`config.mk`:
```
export PLATFORM = sky130hd
export DESIGN_NAME = peripherals
export DESIGN_NICKNAME = d
export VERILOG_FILES = /design/src/io_map_pkg.sv /design/src/periph_cfg_pkg.sv /design/src/io_addr_decode.sv /design/src/io_read_merge.sv /design/src/parallel_port.sv /design/src/peripherals.sv /design/src/timer_counter0.sv /design/src/watchdog.sv
export SDC_FILE = /design/constraint.sdc
export NUM_CORES = 1
export LEC_CHECK = 0
export BUFFER_PORTS_ARGS = -buffer_cell sky130_fd_sc_hd__buf_4
export CORE_ASPECT_RATIO = 1.4
export CORE_MARGIN = 2
export CORE_UTILIZATION = 40
export CTS_BUF_LIST = sky130_fd_sc_hd__clkbuf_8
export CTS_CLUSTER_SIZE = 16
export DETAILED_ROUTE_END_ITERATION = 7
export GPL_ROUTABILITY_DRIVEN = 0
export PLACE_DENSITY_LB_ADDON = 0.2
export SLEW_MARGIN = 0
export SYNTH_ARGS = -nofsm -noshare
export SYNTH_HDL_FRONTEND = slang
export SYNTH_SLANG_ARGS = --single-unit
```
`constraint.sdc`:
```
create_clock -name cp2 -period 1.85 [get_ports cp2]
set_input_delay 0.37 -clock cp2 [delete_from_list [all_inputs] [get_ports cp2]]
set_output_delay 0.37 -clock cp2 [all_outputs]
set_load 0.05 [all_outputs]
```
`src/io_map_pkg.sv`:
```
`default_nettype none

package io_map_pkg;

   // Bus word types
   typedef logic [5:0] io_adr_t;
   typedef logic [7:0] io_data_t;

   // ===================================================================
   // I/O register map
   // ===================================================================

   // Parallel port A
   localparam io_adr_t PINA_ADR  = 6'h19;
   localparam io_adr_t DDRA_ADR  = 6'h1A;
   localparam io_adr_t PORTA_ADR = 6'h1B;

   // Watchdog control
   localparam io_adr_t WDTCR_ADR = 6'h21;

   // Timer/counter 0
   localparam io_adr_t TCNT0_ADR = 6'h32;
   localparam io_adr_t TCCR0_ADR = 6'h33;
   localparam io_adr_t OCR0_ADR  = 6'h3C;

   // Slots on the read merge chain
   localparam int IO_SLV_NUM = 3;

endpackage

`default_nettype wire

```
`src/periph_cfg_pkg.sv`:
```
`default_nettype none

package periph_cfg_pkg;

   // Interrupt vector width and the timer 0 line positions
   localparam int IRQS_WIDTH  = 23;
   localparam int IRQ_TC0_OVF = 15;
   localparam int IRQ_TC0_CMP = 14;

   // ===================================================================
   // Timer 0 clock select, TCCR0[1:0]
   // ===================================================================
   localparam logic [1:0] TC_CS_STOP = 2'd0;
   localparam logic [1:0] TC_CS_CLK  = 2'd1;
   localparam logic [1:0] TC_CS_EXT1 = 2'd2;
   localparam logic [1:0] TC_CS_EXT2 = 2'd3;

   // ===================================================================
   // Watchdog
   // ===================================================================

   // Timeout is 2**(base + prescale) cycles
   localparam int WDT_TIMEOUT_BASE = 8;

endpackage

`default_nettype wire

```
`src/io_addr_decode.sv`:
```
`timescale 1ns/1ps
`default_nettype none

module io_addr_decode (
   input  wire                 cp2,
   input  wire                 reset,
   input  wire io_map_pkg::io_adr_t adr,
   input  wire                 iore,
   input  wire                 iowe,
   output logic                rd_pina,
   output logic                wr_ddra,
   output logic                wr_porta,
   output logic                rd_ddra,
   output logic                rd_porta,
   output logic                wr_wdtcr,
   output logic                rd_wdtcr,
   output logic                wr_tccr0,
   output logic                rd_tccr0,
   output logic                wr_tcnt0,
   output logic                rd_tcnt0,
   output logic                wr_ocr0,
   output logic                rd_ocr0
);

   import io_map_pkg::*;

   // Address match, shared by both strobes
   logic hit_pina;
   logic hit_ddra;
   logic hit_porta;
   logic hit_wdtcr;
   logic hit_tccr0;
   logic hit_tcnt0;
   logic hit_ocr0;

   assign hit_pina  = (adr == PINA_ADR);
   assign hit_ddra  = (adr == DDRA_ADR);
   assign hit_porta = (adr == PORTA_ADR);
   assign hit_wdtcr = (adr == WDTCR_ADR);
   assign hit_tccr0 = (adr == TCCR0_ADR);
   assign hit_tcnt0 = (adr == TCNT0_ADR);
   assign hit_ocr0  = (adr == OCR0_ADR);

   // PINA is read only
   assign rd_pina  = iore & hit_pina;
   assign rd_ddra  = iore & hit_ddra;
   assign wr_ddra  = iowe & hit_ddra;
   assign rd_porta = iore & hit_porta;
   assign wr_porta = iowe & hit_porta;
   assign rd_wdtcr = iore & hit_wdtcr;
   assign wr_wdtcr = iowe & hit_wdtcr;
   assign rd_tccr0 = iore & hit_tccr0;
   assign wr_tccr0 = iowe & hit_tccr0;
   assign rd_tcnt0 = iore & hit_tcnt0;
   assign wr_tcnt0 = iowe & hit_tcnt0;
   assign rd_ocr0  = iore & hit_ocr0;
   assign wr_ocr0  = iowe & hit_ocr0;

   // Never two registers in one access
   a_one_sel: assert property (@(posedge cp2) disable iff (reset)
      $onehot0({rd_pina, rd_ddra, rd_porta, rd_wdtcr, rd_tccr0, rd_tcnt0, rd_ocr0}) &&
      $onehot0({wr_ddra, wr_porta, wr_wdtcr, wr_tccr0, wr_tcnt0, wr_ocr0}));

endmodule

`default_nettype wire

```
`src/io_read_merge.sv`:
```
`timescale 1ns/1ps
`default_nettype none

module io_read_merge (
   input  wire                             cp2,
   input  wire                             reset,
   input  wire io_map_pkg::io_data_t       slv_data [io_map_pkg::IO_SLV_NUM],
   input  wire [io_map_pkg::IO_SLV_NUM-1:0] slv_en,
   output io_map_pkg::io_data_t            dbus_out,
   output logic                            out_en
);

   import io_map_pkg::*;

   // Stage i holds the merged result of slots below i
   io_data_t            chain_data [IO_SLV_NUM+1];
   logic [IO_SLV_NUM:0] chain_en;

   assign chain_data[0] = '0;
   assign chain_en[0]   = 1'b0;

   // Higher slot overrides whatever came up the chain
   for (genvar i = 0; i < IO_SLV_NUM; i++) begin : g_chain
      assign chain_en[i+1]   = slv_en[i] | chain_en[i];
      assign chain_data[i+1] = slv_en[i] ? slv_data[i] : chain_data[i];
   end

   assign out_en   = chain_en[IO_SLV_NUM];
   assign dbus_out = chain_data[IO_SLV_NUM];

   // Decode guarantees a single driver per read
   a_one_slv: assert property (@(posedge cp2) disable iff (reset)
      $onehot0(slv_en));

endmodule

`default_nettype wire

```
`src/parallel_port.sv`:
```
`timescale 1ns/1ps
`default_nettype none

module parallel_port #(
   parameter int port_width = 8
) (
   input  wire                       cp2,
   input  wire                       reset,
   input  wire                       wr_ddra,
   input  wire                       wr_porta,
   input  wire                       rd_ddra,
   input  wire                       rd_porta,
   input  wire                       rd_pina,
   input  wire io_map_pkg::io_data_t dbus_in,
   input  wire [port_width-1:0]      porta_pinx,
   output logic [port_width-1:0]     porta_portx,
   output logic [port_width-1:0]     porta_ddrx,
   output io_map_pkg::io_data_t      rd_data,
   output logic                      rd_en
);

   import io_map_pkg::*;

   // Two stage pin synchronizer
   logic [port_width-1:0] pin_meta;
   logic [port_width-1:0] pin_sync;

   // ===================================================================
   // Data and direction registers
   // ===================================================================
   always_ff @(posedge cp2) begin
      if (reset) begin
         porta_portx <= '0;
         porta_ddrx  <= '0;
      end else begin
         if (wr_porta) begin
            porta_portx <= dbus_in[port_width-1:0];
         end
         if (wr_ddra) begin
            porta_ddrx <= dbus_in[port_width-1:0];
         end
      end
   end

   always_ff @(posedge cp2) begin
      if (reset) begin
         pin_meta <= '0;
         pin_sync <= '0;
      end else begin
         pin_meta <= porta_pinx;
         pin_sync <= pin_meta;
      end
   end

   // Read back, zero when not addressed
   always_comb begin
      rd_data = '0;
      if (rd_pina) begin
         rd_data = io_data_t'(pin_sync);
      end else if (rd_ddra) begin
         rd_data = io_data_t'(porta_ddrx);
      end else if (rd_porta) begin
         rd_data = io_data_t'(porta_portx);
      end
   end

   assign rd_en = rd_pina | rd_ddra | rd_porta;

endmodule

`default_nettype wire

```
`src/peripherals.sv`:
```
`timescale 1ns/1ps
`default_nettype none

module peripherals #(
   parameter int port_width    = 8,
   parameter int wdt_cnt_width = 16
) (
   input  wire                                   cp2,
   input  wire                                   reset,
   input  wire io_map_pkg::io_adr_t              adr,
   input  wire                                   iore,
   input  wire                                   iowe,
   input  wire io_map_pkg::io_data_t             dbus_in,
   output io_map_pkg::io_data_t                  dbus_out,
   output logic                                  out_en,
   output logic [periph_cfg_pkg::IRQS_WIDTH-1:0] irqlines,
   input  wire  [periph_cfg_pkg::IRQS_WIDTH-1:0] irq_ack,
   output logic [port_width-1:0]                 porta_portx,
   output logic [port_width-1:0]                 porta_ddrx,
   input  wire  [port_width-1:0]                 porta_pinx,
   input  wire                                   tmr_ext_1,
   input  wire                                   tmr_ext_2,
   input  wire                                   wdri,
   output logic                                  wdt_wdovf
);

   import io_map_pkg::*;
   import periph_cfg_pkg::*;

   // Register selects
   logic rd_pina;
   logic wr_ddra;
   logic wr_porta;
   logic rd_ddra;
   logic rd_porta;
   logic wr_wdtcr;
   logic rd_wdtcr;
   logic wr_tccr0;
   logic rd_tccr0;
   logic wr_tcnt0;
   logic rd_tcnt0;
   logic wr_ocr0;
   logic rd_ocr0;

   // Read slots: 0 port, 1 timer, 2 watchdog
   wire io_data_t        slv_data [IO_SLV_NUM];
   wire [IO_SLV_NUM-1:0] slv_en;

   logic tc0_ovf_irq;
   logic tc0_cmp_irq;

   // ===================================================================
   // Decode
   // ===================================================================
   io_addr_decode io_addr_decode_inst (
      .cp2      (cp2),
      .reset    (reset),
      .adr      (adr),
      .iore     (iore),
      .iowe     (iowe),
      .rd_pina  (rd_pina),
      .wr_ddra  (wr_ddra),
      .wr_porta (wr_porta),
      .rd_ddra  (rd_ddra),
      .rd_porta (rd_porta),
      .wr_wdtcr (wr_wdtcr),
      .rd_wdtcr (rd_wdtcr),
      .wr_tccr0 (wr_tccr0),
      .rd_tccr0 (rd_tccr0),
      .wr_tcnt0 (wr_tcnt0),
      .rd_tcnt0 (rd_tcnt0),
      .wr_ocr0  (wr_ocr0),
      .rd_ocr0  (rd_ocr0)
   );

   // ===================================================================
   // Peripherals
   // ===================================================================
   parallel_port #(
      .port_width (port_width)
   ) parallel_port_inst (
      .cp2         (cp2),
      .reset       (reset),
      .wr_ddra     (wr_ddra),
      .wr_porta    (wr_porta),
      .rd_ddra     (rd_ddra),
      .rd_porta    (rd_porta),
      .rd_pina     (rd_pina),
      .dbus_in     (dbus_in),
      .porta_pinx  (porta_pinx),
      .porta_portx (porta_portx),
      .porta_ddrx  (porta_ddrx),
      .rd_data     (slv_data[0]),
      .rd_en       (slv_en[0])
   );

   timer_counter0 timer_counter0_inst (
      .cp2       (cp2),
      .reset     (reset),
      .wr_tccr0  (wr_tccr0),
      .rd_tccr0  (rd_tccr0),
      .wr_tcnt0  (wr_tcnt0),
      .rd_tcnt0  (rd_tcnt0),
      .wr_ocr0   (wr_ocr0),
      .rd_ocr0   (rd_ocr0),
      .dbus_in   (dbus_in),
      .tmr_ext_1 (tmr_ext_1),
      .tmr_ext_2 (tmr_ext_2),
      .ovf_ack   (irq_ack[IRQ_TC0_OVF]),
      .cmp_ack   (irq_ack[IRQ_TC0_CMP]),
      .ovf_irq   (tc0_ovf_irq),
      .cmp_irq   (tc0_cmp_irq),
      .rd_data   (slv_data[1]),
      .rd_en     (slv_en[1])
   );

   watchdog #(
      .wdt_cnt_width (wdt_cnt_width)
   ) watchdog_inst (
      .cp2       (cp2),
      .reset     (reset),
      .wr_wdtcr  (wr_wdtcr),
      .rd_wdtcr  (rd_wdtcr),
      .wdri      (wdri),
      .dbus_in   (dbus_in),
      .wdt_wdovf (wdt_wdovf),
      .rd_data   (slv_data[2]),
      .rd_en     (slv_en[2])
   );

   // ===================================================================
   // Read merge and interrupt vector
   // ===================================================================
   io_read_merge io_read_merge_inst (
      .cp2      (cp2),
      .reset    (reset),
      .slv_data (slv_data),
      .slv_en   (slv_en),
      .dbus_out (dbus_out),
      .out_en   (out_en)
   );

   // Only the timer 0 lines are live
   always_comb begin
      irqlines              = '0;
      irqlines[IRQ_TC0_OVF] = tc0_ovf_irq;
      irqlines[IRQ_TC0_CMP] = tc0_cmp_irq;
   end

endmodule

`default_nettype wire

```
`src/timer_counter0.sv`:
```
`timescale 1ns/1ps
`default_nettype none

module timer_counter0 (
   input  wire                       cp2,
   input  wire                       reset,
   input  wire                       wr_tccr0,
   input  wire                       rd_tccr0,
   input  wire                       wr_tcnt0,
   input  wire                       rd_tcnt0,
   input  wire                       wr_ocr0,
   input  wire                       rd_ocr0,
   input  wire io_map_pkg::io_data_t dbus_in,
   input  wire                       tmr_ext_1,
   input  wire                       tmr_ext_2,
   input  wire                       ovf_ack,
   input  wire                       cmp_ack,
   output logic                      ovf_irq,
   output logic                      cmp_irq,
   output io_map_pkg::io_data_t      rd_data,
   output logic                      rd_en
);

   import periph_cfg_pkg::*;

   logic [1:0] tccr0_cs;
   logic [7:0] tcnt0;
   logic [7:0] ocr0;
   logic [7:0] tcnt0_next;

   // External inputs, bit 0 is ext_1 and bit 1 is ext_2
   logic [1:0] ext_meta;
   logic [1:0] ext_sync;
   logic [1:0] ext_prev;
   logic [1:0] ext_edge;

   logic cnt_inc;
   logic ovf_set;
   logic cmp_set;

   // ===================================================================
   // External clock sync and rising edge detect
   // ===================================================================
   always_ff @(posedge cp2) begin
      if (reset) begin
         ext_meta <= '0;
         ext_sync <= '0;
         ext_prev <= '0;
         ext_edge <= '0;
      end else begin
         ext_meta <= {tmr_ext_2, tmr_ext_1};
         ext_sync <= ext_meta;
         ext_prev <= ext_sync;
         ext_edge <= ext_sync & ~ext_prev;
      end
   end

   // Count source
   always_comb begin
      case (tccr0_cs)
         TC_CS_STOP: cnt_inc = 1'b0;
         TC_CS_CLK:  cnt_inc = 1'b1;
         TC_CS_EXT1: cnt_inc = ext_edge[0];
         TC_CS_EXT2: cnt_inc = ext_edge[1];
      endcase
   end

   assign tcnt0_next = tcnt0 + 8'd1;

   // A TCNT0 write suppresses both the increment and its flags
   assign ovf_set = cnt_inc & ~wr_tcnt0 & (tcnt0 == 8'hFF);
   assign cmp_set = cnt_inc & ~wr_tcnt0 & (tcnt0_next == ocr0);

   always_ff @(posedge cp2) begin
      if (reset) begin
         tccr0_cs <= TC_CS_STOP;
         tcnt0    <= '0;
         ocr0     <= '0;
         ovf_irq  <= 1'b0;
         cmp_irq  <= 1'b0;
      end else begin
         if (wr_tccr0) begin
            tccr0_cs <= dbus_in[1:0];
         end
         if (wr_ocr0) begin
            ocr0 <= dbus_in;
         end
         if (wr_tcnt0) begin
            tcnt0 <= dbus_in;
         end else if (cnt_inc) begin
            tcnt0 <= tcnt0_next;
         end
         // Set wins over ack
         if (ovf_set) begin
            ovf_irq <= 1'b1;
         end else if (ovf_ack) begin
            ovf_irq <= 1'b0;
         end
         if (cmp_set) begin
            cmp_irq <= 1'b1;
         end else if (cmp_ack) begin
            cmp_irq <= 1'b0;
         end
      end
   end

   always_comb begin
      rd_data = '0;
      if (rd_tccr0) begin
         rd_data = {6'b0, tccr0_cs};
      end else if (rd_tcnt0) begin
         rd_data = tcnt0;
      end else if (rd_ocr0) begin
         rd_data = ocr0;
      end
   end

   assign rd_en = rd_tccr0 | rd_tcnt0 | rd_ocr0;

   a_ovf_ack: assert property (@(posedge cp2) disable iff (reset)
      ovf_ack && !ovf_set |=> !ovf_irq);
   a_cmp_ack: assert property (@(posedge cp2) disable iff (reset)
      cmp_ack && !cmp_set |=> !cmp_irq);

endmodule

`default_nettype wire

```
`src/watchdog.sv`:
```
`timescale 1ns/1ps
`default_nettype none

module watchdog #(
   parameter int wdt_cnt_width = 16
) (
   input  wire                       cp2,
   input  wire                       reset,
   input  wire                       wr_wdtcr,
   input  wire                       rd_wdtcr,
   input  wire                       wdri,
   input  wire io_map_pkg::io_data_t dbus_in,
   output logic                      wdt_wdovf,
   output io_map_pkg::io_data_t      rd_data,
   output logic                      rd_en
);

   import periph_cfg_pkg::*;

   localparam logic [wdt_cnt_width-1:0] cnt_one = 1;

   // WDTCR fields
   logic       wde;
   logic [2:0] wdp;

   logic [wdt_cnt_width-1:0] wdt_cnt;
   logic [wdt_cnt_width-1:0] wdt_limit;
   logic                     wdt_clr;
   logic                     wdt_hit;

   // Last count before the timeout wraps
   assign wdt_limit = (cnt_one << (WDT_TIMEOUT_BASE + int'(wdp))) - cnt_one;

   // Refresh or any control write restarts the count
   assign wdt_clr = wr_wdtcr | wdri;
   assign wdt_hit = wde & (wdt_cnt == wdt_limit);

   // ===================================================================
   // Control register, counter and overflow pulse
   // ===================================================================
   always_ff @(posedge cp2) begin
      if (reset) begin
         wde       <= 1'b0;
         wdp       <= '0;
         wdt_cnt   <= '0;
         wdt_wdovf <= 1'b0;
      end else begin
         if (wr_wdtcr) begin
            wde <= dbus_in[3];
            wdp <= dbus_in[2:0];
         end
         if (wdt_clr || wdt_hit) begin
            wdt_cnt <= '0;
         end else if (wde) begin
            wdt_cnt <= wdt_cnt + cnt_one;
         end
         wdt_wdovf <= wdt_hit & ~wdt_clr;
      end
   end

   // Upper nibble reads as zero
   assign rd_data = rd_wdtcr ? {4'b0, wde, wdp} : '0;
   assign rd_en   = rd_wdtcr;

   a_ovf_pulse: assert property (@(posedge cp2) disable iff (reset)
      wdt_wdovf |=> !wdt_wdovf);

endmodule

`default_nettype wire

```
==> impl_metrics.yaml <==
setup_path:
  critPathMaxStageDelay_ps: 320
  worstSetupStartpointType: "flop"
  crit_buf_inv: 2
  crit_chain: "mux2_4 -> a22o_1 -> a222oi_1 -> buf_4 -> nor2_4 -> buf_8"
  crit_type: "reg -> out"
  worstPathRequired_ps: 1480
  arrival_ps: 1780
  crit_fanout: 2
  cp_slowest_cell: "dfxtp_2"
  endpoint_kind: "primary output"
  critPathTopFamily: "compound AO/OA/AOI/OAI gates"
route:
  vias: 3466
  vias_per_cell: 5.21
  antenna_left: 0
  wl_um: 10100
  wl_per_cell_um: 15.1
  firstDrtPassIters: 5
  drc: 0
  drtIter0Drc: 136
sta:
  timing.final.max_slew_violations: 0
  finalSetupViolCount: 9
  rsz0062_at_grt: "yes"
  setup_slack_ps: -303
  fin_crit_sh: 1.16
  period_needed_ps: 2150
  finalHoldViolCount: 0
  finalClockSkew_ps: 11.6
  fmax_ghz: 0.464
  holdWs_ps: 215
yosys:
  async_reset_ff_frac: 0
  avgSynthCellArea_um2: 8.86
  synthCells: 441
  yosysTopAreaCellShare: 0.415
  post_synth_num_cell_types: 57
  seq_area_frac_synth: 0.415
  synth_flop_cell: "dfxtp_1"
  synth-seq-cells: 81
  synth_top_area_cell: "dfxtp_1"
  netlist_top_cells_area: "dfxtp_1, mux2i_1, nor2_1"
  synth_warnings: 0
  synth_edf_count: 0
  syn_area_um2: 3910
final_layout:
  regArea_um2: 1630
  n_antenna_cell: 0
  nFillCells: 871
  drive_above_1_share: 0.359
  final_cell_mix: "buf_4, dfxtp_1, nor2_1"
  fin_nets: 604
  final_common_cell: "buf_4"
  area_delta_synth_final_pct: 38.1
  finish.utilization: 0.571
  multi_input_area_um2: 2340
floorplanning:
  dieArea_um2: 10600
  io-pin-count: 101
  core_um2: 9460
  initial_core_util: 0.413
  rows: 42
  die_h_um: 121
  die_w_um: 87.5
power:
  p_leak_nw: 2.25
  powerDensity_nw_per_um2: 645
  peakVddDrop_mv: 0.574
global_routing:
  track_usage: 0.198
  grt_pass1_vias: 3406
  grt_first_pass_wirelength_um: 16200
  grt_start_max_net_pins: 42
  antenna_found_initial: 0
  overflow: 0
placed_design:
  dp_hpwl_um: 7320
  io_buffers: 58
status:
  violations: "setup timing"
  outcome: "finished with violations"
clocking:
  cts_tree: "yes"
  cts_root_buf: "clkbuf_8"
  cts_made_buffers: 9
  h-tree-depth: 3
  cts.sinks: 81
  clkLatencyLatePin_ps: 370
  clk_pin_slew_ps: 80
  cts_buffer_depth: 2
run:
  max_cap_violations: 0
worst_hold_path:
  hold_path_class: "in -> reg"
==> synthesized netlist by cell type (all sizes together), types with 2 or more instances <==
cell type / n
dfxtp: 81
nor2: 53
buf: 29
nand2: 29
nor2b: 27
nand3: 25
xnor2: 22
mux2i: 20
nor3: 20
a21oi: 16
clkbuf: 14
xor2: 13
o21ai: 11
a211oi: 9
a22oi: 9
mux2: 8
inv: 6
nand4: 6
a222oi: 4
a22o: 4
and4: 3
and2: 2
and3: 2
ha: 2
nand2b: 2
o211ai: 2
o22ai: 2
or3: 2
==> routing by layer <==
layer	up-vias	part of all wire	global-route usage
met5	-	0	0
met4	0	0.026	0.116
met3	19	0.043	0.0381
met2	100	0.51	0.330
met1	1628	0.42	0.232
li1	1719	-	-
==> worst paths after layout <==
path / startpoint / end / slack, ps / depth (start not counted)
max: parallel_port_inst.porta_portx[6] / dbus_out[6] / -300 / 6
min: tmr_ext_1 / timer_counter0_inst.ext_meta[0] / 220 / 2
max reg2reg: timer_counter0_inst.tcnt0[0] / timer_counter0_inst.cmp_irq / 160 / 6
min reg2reg: timer_counter0_inst.ext_prev[0] / timer_counter0_inst.ext_edge[0] / 380 / 1
==> cell families after synthesis <==
family	count (synthesis)	synth area share
flip-flops	81	0.415
XOR/XNOR	35	0.0803
buffers and inverters	49	0.0707
other	1	0.000959
AND/OR/NAND/NOR	180	0.239
AO/OA/AOI/OAI	65	0.113
adder cells (fa/ha/maj)	2	0.00640
multiplexers	28	0.0743
==> report_power, final <==
part	total, W	internal [W]	switching, W
logic	0.000412	0.000162	0.000250
clock network	0.00129	0.000623	0.000669
registers	0.00178	0.00177	0.00000958
total	0.00348	0.00255	0.000929
==> layout make-up <==
cell class / count / area share
multi-input combinational: 331 / 0.434
sequential: 81 / 0.303
timing repair buffer: 121 / 0.198
tap: 110 / 0.0255
clock buffer: 9 / 0.0229
clock inverter: 7 / 0.0130
inverter: 6 / 0.00417
==> metrics by stage <==
| step | total power [W] | instances | setup slack (ps) | area (um^2) | setup TNS (ps) |
|---|---|---|---|---|---|
| 2_1_floorplan | 0.00206 | 461 | -377 | 4090 | -693 |
| 3_5_place_dp | 0.00217 | 635 | -309 | 4790 | -2370 |
| 3_3_place_gp | 0.00217 | 635 | -303 | 4790 | -2360 |
| 4_1_cts | 0.00351 | 662 | -366 | 5280 | -2030 |
| 5_1_grt | 0.00365 | 665 | -429 | 5400 | -2530 |
| 6_report | 0.00348 | 665 | -303 | 5400 | -1790 |
==> state kept, by name, summed over array words and instances (netlist names), 3 cells and up <==
| signal | count |
|---|---|
| watchdog_inst.wdt_cnt | 16 |
| parallel_port_inst.pin_meta | 8 |
| parallel_port_inst.pin_sync | 8 |
| parallel_port_inst.porta_ddrx | 8 |
| parallel_port_inst.porta_portx | 8 |
| timer_counter0_inst.ocr0 | 8 |
| timer_counter0_inst.tcnt0 | 8 |
| watchdog_inst.wdp | 3 |
==> what timing repair did <==
item,CTS,global route
pin swaps,30,23
buffers inserted,11,3
setup endpoints to repair,9,24
resized for setup,54,22
hold buffers,0,0
cloned,0,0
Note: power is estimated with default switching activity, not from simulation.
